===== src/hdl/pe_pkg.sv =====
`default_nettype none

package pe_pkg;

    // block geometry
    localparam int DATA_W    = 16;
    localparam int BLOCK_LEN = 8;
    localparam int ADDR_W    = 3;

    // final buffer index, used by every address walker
    localparam logic [ADDR_W-1:0] LAST_IDX = ADDR_W'(BLOCK_LEN - 1);

    // word operations applied during the compute pass
    typedef enum logic [2:0] {
        OP_PASS = 3'd0,
        OP_ADD  = 3'd1,
        OP_SUB  = 3'd2,
        OP_MUL  = 3'd3,
        OP_XOR  = 3'd4
    } pe_op_e;

    // load, compute and drain never overlap
    typedef enum logic [1:0] {
        PH_LOAD    = 2'd0,
        PH_COMPUTE = 2'd1,
        PH_DRAIN   = 2'd2
    } pe_phase_e;

    typedef struct packed {
        pe_op_e              op;
        logic [DATA_W-1:0]   operand;
    } pe_cfg_t;

    typedef struct packed {
        logic                en;
        logic [ADDR_W-1:0]   addr;
        logic [DATA_W-1:0]   data;
    } mem_wr_t;

    typedef struct packed {
        logic                en;
        logic [ADDR_W-1:0]   addr;
    } mem_rd_t;

endpackage

`default_nettype wire


===== src/hdl/agu.sv =====
`timescale 1ns/1ns
`default_nettype none

module agu #(
    parameter int W = 3
) (
    input  logic         clk,
    input  logic         rst,
    input  logic         en,
    input  logic         start,
    input  logic [W-1:0] fin,
    output logic [W-1:0] data,
    output logic         last
);

    // start wins over en so a walker can rewind on its final step
    always_ff @(posedge clk) begin
        if (rst) begin
            data <= '0;
        end
        else if (start) begin
            data <= '0;
        end
        else if (en && !last) begin
            data <= data + 1'b1;
        end
    end

    // held at fin until the next start
    always_comb begin
        last = (data == fin);
    end

endmodule

`default_nettype wire


===== src/hdl/local_mem.sv =====
`timescale 1ns/1ns
`default_nettype none

module local_mem (
    input  logic                        clk,
    input  pe_pkg::mem_wr_t             wr,
    input  pe_pkg::mem_rd_t             rd,
    output logic [pe_pkg::DATA_W-1:0]   rd_data
);

    logic [pe_pkg::DATA_W-1:0] mem [pe_pkg::BLOCK_LEN];

    always_ff @(posedge clk) begin
        if (wr.en) begin
            mem[wr.addr] <= wr.data;
        end
    end

    // output register only loads on a request, drain stalls keep it stable
    always_ff @(posedge clk) begin
        if (rd.en) begin
            rd_data <= mem[rd.addr];
        end
    end

endmodule

`default_nettype wire


===== src/hdl/src_ctrl.sv =====
`timescale 1ns/1ns
`default_nettype none

module src_ctrl (
    input  logic                        clk,
    input  logic                        rst,
    input  logic                        load_en,
    input  logic                        src_valid,
    output logic                        src_ready,
    input  logic [pe_pkg::DATA_W-1:0]   src_data,
    input  logic                        src_last,
    output logic                        src_fire,
    output pe_pkg::mem_wr_t             wr,
    output logic                        load_done,
    output logic                        frame_err
);

    logic [pe_pkg::ADDR_W-1:0] idx;
    logic                      idx_last;

    always_comb begin
        src_ready = load_en;
        src_fire  = src_valid & load_en;
    end

    // rewinds on the final word so the next block starts at zero
    agu #(.W(pe_pkg::ADDR_W)) u_agu (
        .clk   (clk),
        .rst   (rst),
        .en    (src_fire),
        .start (src_fire & idx_last),
        .fin   (pe_pkg::LAST_IDX),
        .data  (idx),
        .last  (idx_last)
    );

    // word goes straight into the buffer on the accepting edge
    always_comb begin
        wr.en     = src_fire;
        wr.addr   = idx;
        wr.data   = src_data;
        load_done = src_fire & idx_last;
    end

    // sticky until reset
    always_ff @(posedge clk) begin
        if (rst) begin
            frame_err <= 1'b0;
        end
        else if (src_fire && (src_last != idx_last)) begin
            frame_err <= 1'b1;
        end
    end

endmodule

`default_nettype wire


===== src/hdl/alu_stage.sv =====
`timescale 1ns/1ns
`default_nettype none

module alu_stage (
    input  logic                        clk,
    input  logic                        rst,
    input  logic                        start,
    input  pe_pkg::pe_cfg_t             cfg,
    output pe_pkg::mem_rd_t             rd,
    input  logic [pe_pkg::DATA_W-1:0]   rd_data,
    output pe_pkg::mem_wr_t             wr,
    output logic                        done
);

    logic                        active;
    logic [pe_pkg::ADDR_W-1:0]   idx;
    logic                        idx_last;
    logic                        rd_v1;
    logic                        rd_last1;
    logic [pe_pkg::ADDR_W-1:0]   rd_a1;
    logic [pe_pkg::DATA_W-1:0]   result;
    logic                        wr_en;
    logic [pe_pkg::ADDR_W-1:0]   wr_addr;
    logic [pe_pkg::DATA_W-1:0]   wr_data;

    agu #(.W(pe_pkg::ADDR_W)) u_agu (
        .clk   (clk),
        .rst   (rst),
        .en    (active),
        .start (start),
        .fin   (pe_pkg::LAST_IDX),
        .data  (idx),
        .last  (idx_last)
    );

    // one read per cycle for the whole block
    always_ff @(posedge clk) begin
        if (rst) begin
            active <= 1'b0;
        end
        else if (start) begin
            active <= 1'b1;
        end
        else if (active && idx_last) begin
            active <= 1'b0;
        end
    end

    always_comb begin
        rd.en   = active;
        rd.addr = idx;
    end

    // multiply keeps the low half of the product
    always_comb begin
        case (cfg.op)
            pe_pkg::OP_ADD: result = rd_data + cfg.operand;
            pe_pkg::OP_SUB: result = rd_data - cfg.operand;
            pe_pkg::OP_MUL: result = rd_data * cfg.operand;
            pe_pkg::OP_XOR: result = rd_data ^ cfg.operand;
            default:        result = rd_data;
        endcase
    end

    // stage 1 lines up with the read data, stage 2 holds the result
    always_ff @(posedge clk) begin
        if (rst) begin
            rd_v1    <= 1'b0;
            rd_last1 <= 1'b0;
            wr_en    <= 1'b0;
            done     <= 1'b0;
        end
        else begin
            rd_v1    <= active;
            rd_last1 <= active & idx_last;
            wr_en    <= rd_v1;
            done     <= rd_last1;
        end
    end

    always_ff @(posedge clk) begin
        rd_a1   <= idx;
        wr_addr <= rd_a1;
        wr_data <= result;
    end

    // written back in place
    always_comb begin
        wr.en   = wr_en;
        wr.addr = wr_addr;
        wr.data = wr_data;
    end

endmodule

`default_nettype wire


===== src/hdl/dst_ctrl.sv =====
`timescale 1ns/1ns
`default_nettype none

module dst_ctrl (
    input  logic                        clk,
    input  logic                        rst,
    input  logic                        start,
    input  logic                        dst_ready,
    output pe_pkg::mem_rd_t             rd,
    input  logic [pe_pkg::DATA_W-1:0]   rd_data,
    output logic                        dst_valid,
    output logic [pe_pkg::DATA_W-1:0]   dst_data,
    output logic                        dst_last,
    output logic                        done
);

    logic                      stream_active;
    logic [pe_pkg::ADDR_W-1:0] i;
    logic                      last_i;

    // dst_ready is the enable of the whole drain pipeline
    agu #(.W(pe_pkg::ADDR_W)) u_agu (
        .clk   (clk),
        .rst   (rst),
        .en    (stream_active & dst_ready),
        .start (start),
        .fin   (pe_pkg::LAST_IDX),
        .data  (i),
        .last  (last_i)
    );

    // raised by start, dropped once the last index has been requested
    always_ff @(posedge clk) begin
        if (rst) begin
            stream_active <= 1'b0;
        end
        else if (start) begin
            stream_active <= 1'b1;
        end
        else if (dst_ready && last_i) begin
            stream_active <= 1'b0;
        end
    end

    always_comb begin
        rd.en   = stream_active & dst_ready;
        rd.addr = i;
    end

    // valid and last follow the read by one enabled cycle
    always_ff @(posedge clk) begin
        if (rst) begin
            dst_valid <= 1'b0;
            dst_last  <= 1'b0;
        end
        else if (dst_ready) begin
            dst_valid <= stream_active;
            dst_last  <= stream_active & last_i;
        end
    end

    // read register holds under stalls, so data needs no extra stage
    always_comb begin
        dst_data = rd_data;
        done     = dst_valid & dst_last & dst_ready;
    end

endmodule

`default_nettype wire


===== src/hdl/pe_ctrl.sv =====
`timescale 1ns/1ns
`default_nettype none

module pe_ctrl (
    input  logic                clk,
    input  logic                rst,
    input  pe_pkg::pe_cfg_t     cfg_in,
    input  logic                src_fire,
    input  logic                load_done,
    input  logic                cmp_done,
    input  logic                drain_done,
    output logic                load_en,
    output logic                cmp_start,
    output logic                drain_start,
    output pe_pkg::pe_cfg_t     cfg,
    input  pe_pkg::mem_wr_t     src_wr,
    input  pe_pkg::mem_wr_t     cmp_wr,
    input  pe_pkg::mem_rd_t     cmp_rd,
    input  pe_pkg::mem_rd_t     dst_rd,
    output pe_pkg::mem_wr_t     mem_wr,
    output pe_pkg::mem_rd_t     mem_rd
);

    pe_pkg::pe_phase_e phase;
    pe_pkg::pe_phase_e phase_nxt;
    logic              first_word;

    always_comb begin
        phase_nxt = phase;
        case (phase)
            pe_pkg::PH_LOAD:    if (load_done)  phase_nxt = pe_pkg::PH_COMPUTE;
            pe_pkg::PH_COMPUTE: if (cmp_done)   phase_nxt = pe_pkg::PH_DRAIN;
            pe_pkg::PH_DRAIN:   if (drain_done) phase_nxt = pe_pkg::PH_LOAD;
            default:            phase_nxt = pe_pkg::PH_LOAD;
        endcase
    end

    // start pulses land on the first cycle of the new phase
    always_ff @(posedge clk) begin
        if (rst) begin
            phase       <= pe_pkg::PH_LOAD;
            cmp_start   <= 1'b0;
            drain_start <= 1'b0;
        end
        else begin
            phase       <= phase_nxt;
            cmp_start   <= (phase == pe_pkg::PH_LOAD) && load_done;
            drain_start <= (phase == pe_pkg::PH_COMPUTE) && cmp_done;
        end
    end

    // armed again by the final word of each block
    always_ff @(posedge clk) begin
        if (rst) begin
            first_word <= 1'b1;
        end
        else if (load_done) begin
            first_word <= 1'b1;
        end
        else if (src_fire) begin
            first_word <= 1'b0;
        end
    end

    always_ff @(posedge clk) begin
        if (src_fire && first_word) begin
            cfg <= cfg_in;
        end
    end

    always_comb begin
        load_en = (phase == pe_pkg::PH_LOAD);
    end

    // one owner per buffer port in each phase
    always_comb begin
        mem_wr = '0;
        mem_rd = '0;
        case (phase)
            pe_pkg::PH_LOAD: begin
                mem_wr = src_wr;
            end
            pe_pkg::PH_COMPUTE: begin
                mem_wr = cmp_wr;
                mem_rd = cmp_rd;
            end
            pe_pkg::PH_DRAIN: begin
                mem_rd = dst_rd;
            end
            default: begin
                mem_wr = '0;
            end
        endcase
    end

endmodule

`default_nettype wire


===== src/hdl/stream_pe_top.sv =====
`timescale 1ns/1ns
`default_nettype none

module stream_pe_top (
    input  logic                        clk,
    input  logic                        rst,
    input  pe_pkg::pe_cfg_t             cfg,
    input  logic                        src_valid,
    output logic                        src_ready,
    input  logic [pe_pkg::DATA_W-1:0]   src_data,
    input  logic                        src_last,
    output logic                        dst_valid,
    input  logic                        dst_ready,
    output logic [pe_pkg::DATA_W-1:0]   dst_data,
    output logic                        dst_last,
    output logic                        frame_err
);

    logic                      src_fire;
    logic                      load_en;
    logic                      load_done;
    logic                      cmp_start;
    logic                      cmp_done;
    logic                      drain_start;
    logic                      drain_done;
    pe_pkg::pe_cfg_t           cfg_q;
    pe_pkg::mem_wr_t           src_wr;
    pe_pkg::mem_wr_t           cmp_wr;
    pe_pkg::mem_rd_t           cmp_rd;
    pe_pkg::mem_rd_t           dst_rd;
    pe_pkg::mem_wr_t           mem_wr;
    pe_pkg::mem_rd_t           mem_rd;
    logic [pe_pkg::DATA_W-1:0] rd_data;

    pe_ctrl u_pe_ctrl (
        .clk         (clk),
        .rst         (rst),
        .cfg_in      (cfg),
        .src_fire    (src_fire),
        .load_done   (load_done),
        .cmp_done    (cmp_done),
        .drain_done  (drain_done),
        .load_en     (load_en),
        .cmp_start   (cmp_start),
        .drain_start (drain_start),
        .cfg         (cfg_q),
        .src_wr      (src_wr),
        .cmp_wr      (cmp_wr),
        .cmp_rd      (cmp_rd),
        .dst_rd      (dst_rd),
        .mem_wr      (mem_wr),
        .mem_rd      (mem_rd)
    );

    src_ctrl u_src_ctrl (
        .clk       (clk),
        .rst       (rst),
        .load_en   (load_en),
        .src_valid (src_valid),
        .src_ready (src_ready),
        .src_data  (src_data),
        .src_last  (src_last),
        .src_fire  (src_fire),
        .wr        (src_wr),
        .load_done (load_done),
        .frame_err (frame_err)
    );

    alu_stage u_alu_stage (
        .clk     (clk),
        .rst     (rst),
        .start   (cmp_start),
        .cfg     (cfg_q),
        .rd      (cmp_rd),
        .rd_data (rd_data),
        .wr      (cmp_wr),
        .done    (cmp_done)
    );

    dst_ctrl u_dst_ctrl (
        .clk       (clk),
        .rst       (rst),
        .start     (drain_start),
        .dst_ready (dst_ready),
        .rd        (dst_rd),
        .rd_data   (rd_data),
        .dst_valid (dst_valid),
        .dst_data  (dst_data),
        .dst_last  (dst_last),
        .done      (drain_done)
    );

    local_mem u_local_mem (
        .clk     (clk),
        .wr      (mem_wr),
        .rd      (mem_rd),
        .rd_data (rd_data)
    );

endmodule

`default_nettype wire


===== config.mk =====
export PLATFORM = sky130hd
export DESIGN_NAME = stream_pe_top
export DESIGN_NICKNAME = d
export VERILOG_FILES = /design/src/hdl/pe_pkg.sv /design/src/hdl/agu.sv /design/src/hdl/local_mem.sv /design/src/hdl/src_ctrl.sv /design/src/hdl/alu_stage.sv /design/src/hdl/dst_ctrl.sv /design/src/hdl/pe_ctrl.sv /design/src/hdl/stream_pe_top.sv
export SDC_FILE = /design/constraint.sdc
export NUM_CORES = 1
export LEC_CHECK = 0
export BUFFER_PORTS_ARGS = -buffer_cell sky130_fd_sc_hd__buf_4
export CAP_MARGIN = 20
export CORE_UTILIZATION = 45
export CTS_BUF_LIST = sky130_fd_sc_hd__clkbuf_2
export DETAILED_ROUTE_END_ITERATION = 16
export PLACE_DENSITY = 0.69
export SYNTH_ARGS = -nofsm -noshare
export SYNTH_HDL_FRONTEND = slang
export SYNTH_HIERARCHICAL = 1
export SYNTH_SLANG_ARGS = --single-unit

===== constraint.sdc =====
create_clock -name clk -period 12.23 [get_ports clk]
set_clock_uncertainty 0.2 [all_clocks]
set_input_delay 1.223 -clock clk [delete_from_list [all_inputs] [get_ports clk]]
set_output_delay 1.223 -clock clk [all_outputs]
set_load 0.1 [all_outputs]

# Yosys cells after proc, flatten, opt, wreduce, memory -nomap -nowiden
# Memories as Yosys holds them, arrays and structs flattened. A register that Yosys moved wholly into a read port is not among the register bits.
# Index checks and enable logic that the tools add are counted.
# totals
regBits	64
ram_bits	128
mem_count	1
# classes
add_sub_neg	5
multipliers	1
n_eq_ne	13
mux	13
bitwise	8
reduce_logical	19
# mem_list
memory	words	width	rd	rd_clocked_by_memory_dff	write_ports	line	source
u_local_mem.mem	8	16	1	1	1	local_mem.sv:11	logic [pe_pkg::DATA_W-1:0] mem [pe_pkg::BLOCK_LEN];
# op_table
operator	count
one-hot mux 16 bit (4 select lines)	1
one-hot mux 20 bit (2 select lines)	1
adder 16 bit	1
multiplier 16 x 16 -> 16 bit	1
subtractor 16 bit	1
bitwise XOR 16 bit	1
== test 3 bit, second input constant	4
adder 3 x 1 -> 3 bit, second input constant	3
logical AND 1 bit	9
one-hot mux 4 bit (2 select lines)	1
bitwise AND 1 bit	7
== test 3 x 2 -> 1 bit, second input constant	2
2-to-1 mux 1 bit	6
2-to-1 mux 2 bit	3
one-hot mux 2 bit (3 select lines)	1
OR reduction 2 bit	3
!= test 2 bit, second input constant	2
nonzero test 2 bit	2
== test 3 x 1 -> 1 bit, second input constant	1
zero test 1 bit	3
AND reduction 3 bit	1
== test 2 x 1 -> 1 bit, second input constant	1
== test 2 bit, second input constant	1
zero test 2 bit	1
2 further kinds	2

# Depth between registers and ports, before layout
# logic_depth
word_depth	5
mapped_depth	21
ltp_nobuf	20

# Cells and area by module
# The synthesis kept the hierarchy.
# by_module_without_submodules
module	instances	cells_per_inst	area_per_inst_um2	seq_area_each_um2
alu_stage	1	795	6372.4	540.5
local_mem	1	214	5454.0	4324.1
pe_ctrl	1	81	1097.3	670.6
agu	3	29	241.5	60.1
dst_ctrl	1	30	245.2	60.1
src_ctrl	1	26	198.9	20.0

# Worst setup path before layout
# Ideal clock, no wire load.
# synth_timing
kind	register -> register
start	register u_pe_ctrl/cfg[4] (netlist name)
end	register u_alu_stage/wr_data[15] (netlist name)
t_arrival_ns	5.392
t_required_ns	11.908
path_slack_ns	6.516
stages_incl_launch_ff	19
path_buffers	1
synth_period_minus_slack_ns	5.714
path_cell_list	edfxtp_1 > clkbuf_1 > and2_1 > fa_1 > inv_1 > fa_1 > fa_1 > fa_1 > inv_1 > fa_1 > inv_1 > fa_1 > inv_1 > ha_1 > a21o_1 > a221oi_1 > o21ai_0 > xnor2_1 > a311o_1
# synth_between
elab_chain_cells	2
word_cells_on_any_way	4
# synth_rtl
element	line	source
multiplier 16 x 16 -> 16 bit, or another cell as far along	alu_stage.sv:59	pe_pkg::OP_MUL: result = rd_data * cfg.operand;
one-hot mux 16 bit (4 select lines) *	alu_stage.sv:56	case (cfg.op)
net u_alu_stage.result, one bit	alu_stage.sv:21	logic [pe_pkg::DATA_W-1:0] result;
to (signal assigned)	alu_stage.sv:84	wr_data <= result;
to (decl)	alu_stage.sv:24	logic [pe_pkg::DATA_W-1:0] wr_data;
# The timed path passes the listed nets; every way through them passes the cells marked *.
# A chain may end at the register's enable or synchronous reset.

# Worst setup path after layout
# layout_timing
start	register u_local_mem/rd_data[5] (netlist name) (read register of u_local_mem.mem)
end	register u_alu_stage/wr_data[15] (netlist name)
# layout_between
elab_chain_cells	2
word_cells_on_any_way	4
# layout_rtl
element	line	source
from (decl)	local_mem.sv:8	output logic [pe_pkg::DATA_W-1:0] rd_data
multiplier 16 x 16 -> 16 bit, or another cell as far along	alu_stage.sv:59	
one-hot mux 16 bit (4 select lines) *	alu_stage.sv:56	
net u_alu_stage.result, one bit	alu_stage.sv:21	
# Marks and branches as above.

==> results by stage <==
Global route:
- The global-route wire length before repair is 53,200 um.
- The residual overflow from global routing is 0.
- The number of global-route vias before repair came to 9,698.
- The aggregate global-route resource usage is 22.0%.
- The initial antenna violation count is 1.
- Entering global routing, the biggest net connects between 40 and 50 pins.

Worst setup path:
- The worst setup path is captured at a flip-flop.
- The startpoint type of the worst setup path is a flip-flop.
- The kind of cell adding the most delay to the critical path is adder cells.
- The worst endpoint data arrival time is 6650 ps.
- The endpoint of the lowest-slack register-to-register path is u_alu_stage/wr_data[15].
- The slowest stage of the critical path is the edfxtp_1 cell.
- The launching instance or port of the critical path is u_local_mem/rd_data[5].
- The worst stage delay on the critical path is 710 ps.
- For the worst flop-to-flop path, the logic depth is 17.
- The maximum fanout encountered on the critical timing path is 14.
- The worst register-to-register path has a setup slack of 6100 ps.
- The startpoint identified for the worst register-to-register timing path is u_local_mem/rd_data[5].
- The cell repeated most along the worst path is fa_1.
- Together, buffers and inverters on the worst path number 4.
- Data on the critical path is required at its endpoint by around 13,000 ps.
- The worst setup path is of the reg2reg kind.
- Traced cell by cell, the critical path runs through ha_1 -> fa_1 -> inv_1 -> fa_1 -> fa_1 -> fa_1 -> inv_1 -> fa_1 -> inv_1 -> fa_1 -> inv_1 -> ha_1 -> a21o_1 -> a221oi_1 -> o21ai_0 -> xnor2_1 -> a311o_1.

Clock network:
- The quantity of gates resized following cts is 0.
- The longest clock path from root to sink contains 3 buffers.
- The clock root buffer is clkbuf_2.
- After clock tree synthesis, the setup repair step added 0 buffers.
- The H-tree was split into 2 levels.
- After clock tree synthesis, the flow added hold-fix buffers numbering 0.
- TritonCTS built the clock tree.
- The insertion delay of the later-clocked pin in the worst-skew pair is 810 ps.
- The number of sinks handled by clock tree synthesis is 208.
- The clock-pin slew on the worst setup and hold paths is 130 ps.
- The number of buffers inserted during clock tree synthesis is 49.

Timing:
- The ratio of final minimum period to clock period is 50.2%.
- Headroom to the max-slew limit came out at between 30% and 40%.
- Setup repair after global routing left no endpoint under its margin.
- The final count of hold timing violations is 0.
- Setup violations remaining at the end of the flow were counted as 0.
- The slew at the pin closest to its max-slew limit is between 1000 and 1500 ps.
- The maximum clock rate is 163 MHz.
- The final-layout setup total negative slack is 0 ps.
- The final number of max-transition violations was 0.
- The shortest period the worst path allows is ~6000 ps.

Hold path:
- The hold-critical path depth is 0.
- The class of the most critical hold timing path is reg2reg.
- In this run the most critical hold path is launched from u_alu_stage/rd_a1[0].
- The terminating pin of the worst hold path is u_alu_stage/wr_addr[0].

Synthesis:
- In the synthesized netlist, the number of instances is 1,233.
- Each instance of the synthesized netlist takes up on average 11.4 um^2.
- The proportion of synthesized flip-flops having asynchronous set or reset is 0%.
- The number of warnings issued by yosys is 6.
- The number of enable flip-flop cells after synthesis is 163.
- The number of different library cells used by synthesis comes to between 70 and 80.
- After synthesis the cells add up to 0.0141 mm^2.
- In this run, synthesis produced a sequential element count of 208.
- The dominant synthesized flop cell is edfxtp_1.
- The post-synthesis sequential area ratio is 41.1%.

Finish:
- In the layout the commonest cells are edfxtp_1, inv_1, nand2_1.
- The share of the core filled with cells is 49.7%.
- The most common cell after layout, fill and taps aside is edfxtp_1.
- The final layout contains ~1,500 nets.
- The area growth from synthesis to layout is 8.18%.
- The total of fill cells in the finished design is 2,750.
- Cells with a size suffix above 1 make up 16.2% of the layout.

Floorplanning:
- The initial utilization of the core area, before any placement, comes to 45.9%.
- The die covers about 0.032 mm^2.
- The core region is roughly 0.031 mm^2.
- The site row count is 64.
- The y dimension of the die is 179 um.
- The width of the die is ~180 um.
- The count of boundary I/O pins is 60.

Outcome:
- The flow ran to the end, and the final reports show no timing, DRC or antenna violations.

Routing:
- The detailed-router iteration count before antenna repair is 6.
- Detailed routing inserted a total of roughly 9,500 vias.
- Dividing the detail-routed via count by the number of cells gives about 5.5.
- Summed over all layers, the routed wires come to 33,700 um.
- The antenna violation net count after detailed routing is 0.
- The routed wirelength normalized by instance count is 19.5 um.
- The total DRC errors in the routed layout is 0.
- The detailed router's first-iteration violation count is approximately 780.

Placed design:
- After legalization and detailed placement, the total HPWL measured 23,300 um.
- The total of buffers placed on input and output ports is between 50 and 60.
- The congestion estimate from routability-driven global placement came to 0.899.

Flow run:
- The count of max-cap constraint violations is 0.

Power:
- For this design the ratio of total power to cell area is 216 mW/mm^2.
- The analysis attributes to cell leakage a power of 6.22 nW.
- The largest voltage drop on the vdd net is around 180 uV.
==> kinds of logic after synthesis <==
logic type,count (synthesis),share of synthesized area (%)
adder cells (fa/ha/maj),162,18.7
multiplexers,54,7.56
AND/OR/NAND/NOR,338,12.1
XOR/XNOR,71,4.52
AO/OA/AOI/OAI,178,8.77
flip-flops,208,41.1
other,3,0.0799
buffers and inverters,219,7.14
==> metal layers <==
layer | vias up | wire length (um) | global-route usage (%)
met5 | - | 0 | 0
met3 | 61 | 2490 | 4.90
li1 | 4402 | - | -
met4 | 0 | 848 | 7.56
met2 | 352 | 15900 | 35.9
met1 | 4673 | 14500 | 28.9
==> state kept, by name (all words and copies together), names as in the netlist, 2 cells and up <==
name                    cells
u_local_mem/mem           128
u_pe_ctrl/cfg              19
u_alu_stage/wr_data        16
u_local_mem/rd_data        16
u_alu_stage/rd_a1           3
u_alu_stage/u_agu/data      3
u_alu_stage/wr_addr         3
u_dst_ctrl/u_agu/data       3
u_src_ctrl/u_agu/data       3
u_pe_ctrl/phase             2
==> area by class of cell <==
class / instances / area [um^2] / area share, %
flip-flops and latches: 208 / 5800 / 38.0
clock inverters: 11 / 80.1 / 0.525
diodes: 1 / 2.50 / 0.0164
clock buffers: 79 / 395 / 2.59
well taps: 396 / 495 / 3.25
repair buffers: 78 / 606 / 3.97
multi-input cells: 821 / 7370 / 48.3
inverters: 134 / 503 / 3.30
==> synthesized netlist by cell type, types with 35 or more instances <==
library cell	number	area share (%)
a21oi_1	36	1.3
and2_1	66	2.9
buf_4	38	2.0
clkbuf_1	35	0.93
dfxtp_1	45	6.4
edfxtp_1	163	35
fa_1	81	12
ha_1	81	7.2
inv_1	131	3.5
nand2_1	121	3.2
nor2_1	52	1.4
xnor2_1	53	3.3
==> through the flow <==
step	setup slack, ps	hold WS [ps]	std cells	total power, W	instance area [um^2]
after floorplan	6520	110	1248	0.00237	14100
after global placement	6140	111	1636	0.00278	14700
after detailed placement	6090	112	1637	0.00281	14800
after CTS	6100	134	1727	0.00330	15200
after global routing	5880	160	1727	0.00356	15200
final	6100	150	1728	0.00329	15200
==> power by group <==
part | leakage [nW] | internal (W) | switching [W]
clock | 0.366 | 0.000192 | 0.000277
combinational | 3.99 | 0.000780 | 0.00105
sequential | 1.86 | 0.000914 | 0.0000765
==> worst max-delay path by stage <==
stage,endpoint,cells after the start
final,u_alu_stage/wr_data[15],17
after global routing,u_alu_stage/wr_data[15],20
after CTS,u_alu_stage/wr_data[15],17
after detailed placement,u_alu_stage/wr_data[15],17
after global placement,u_alu_stage/wr_data[15],17
after floorplan,u_alu_stage/wr_data[15],18
Power figures use the tool's default switching activity.
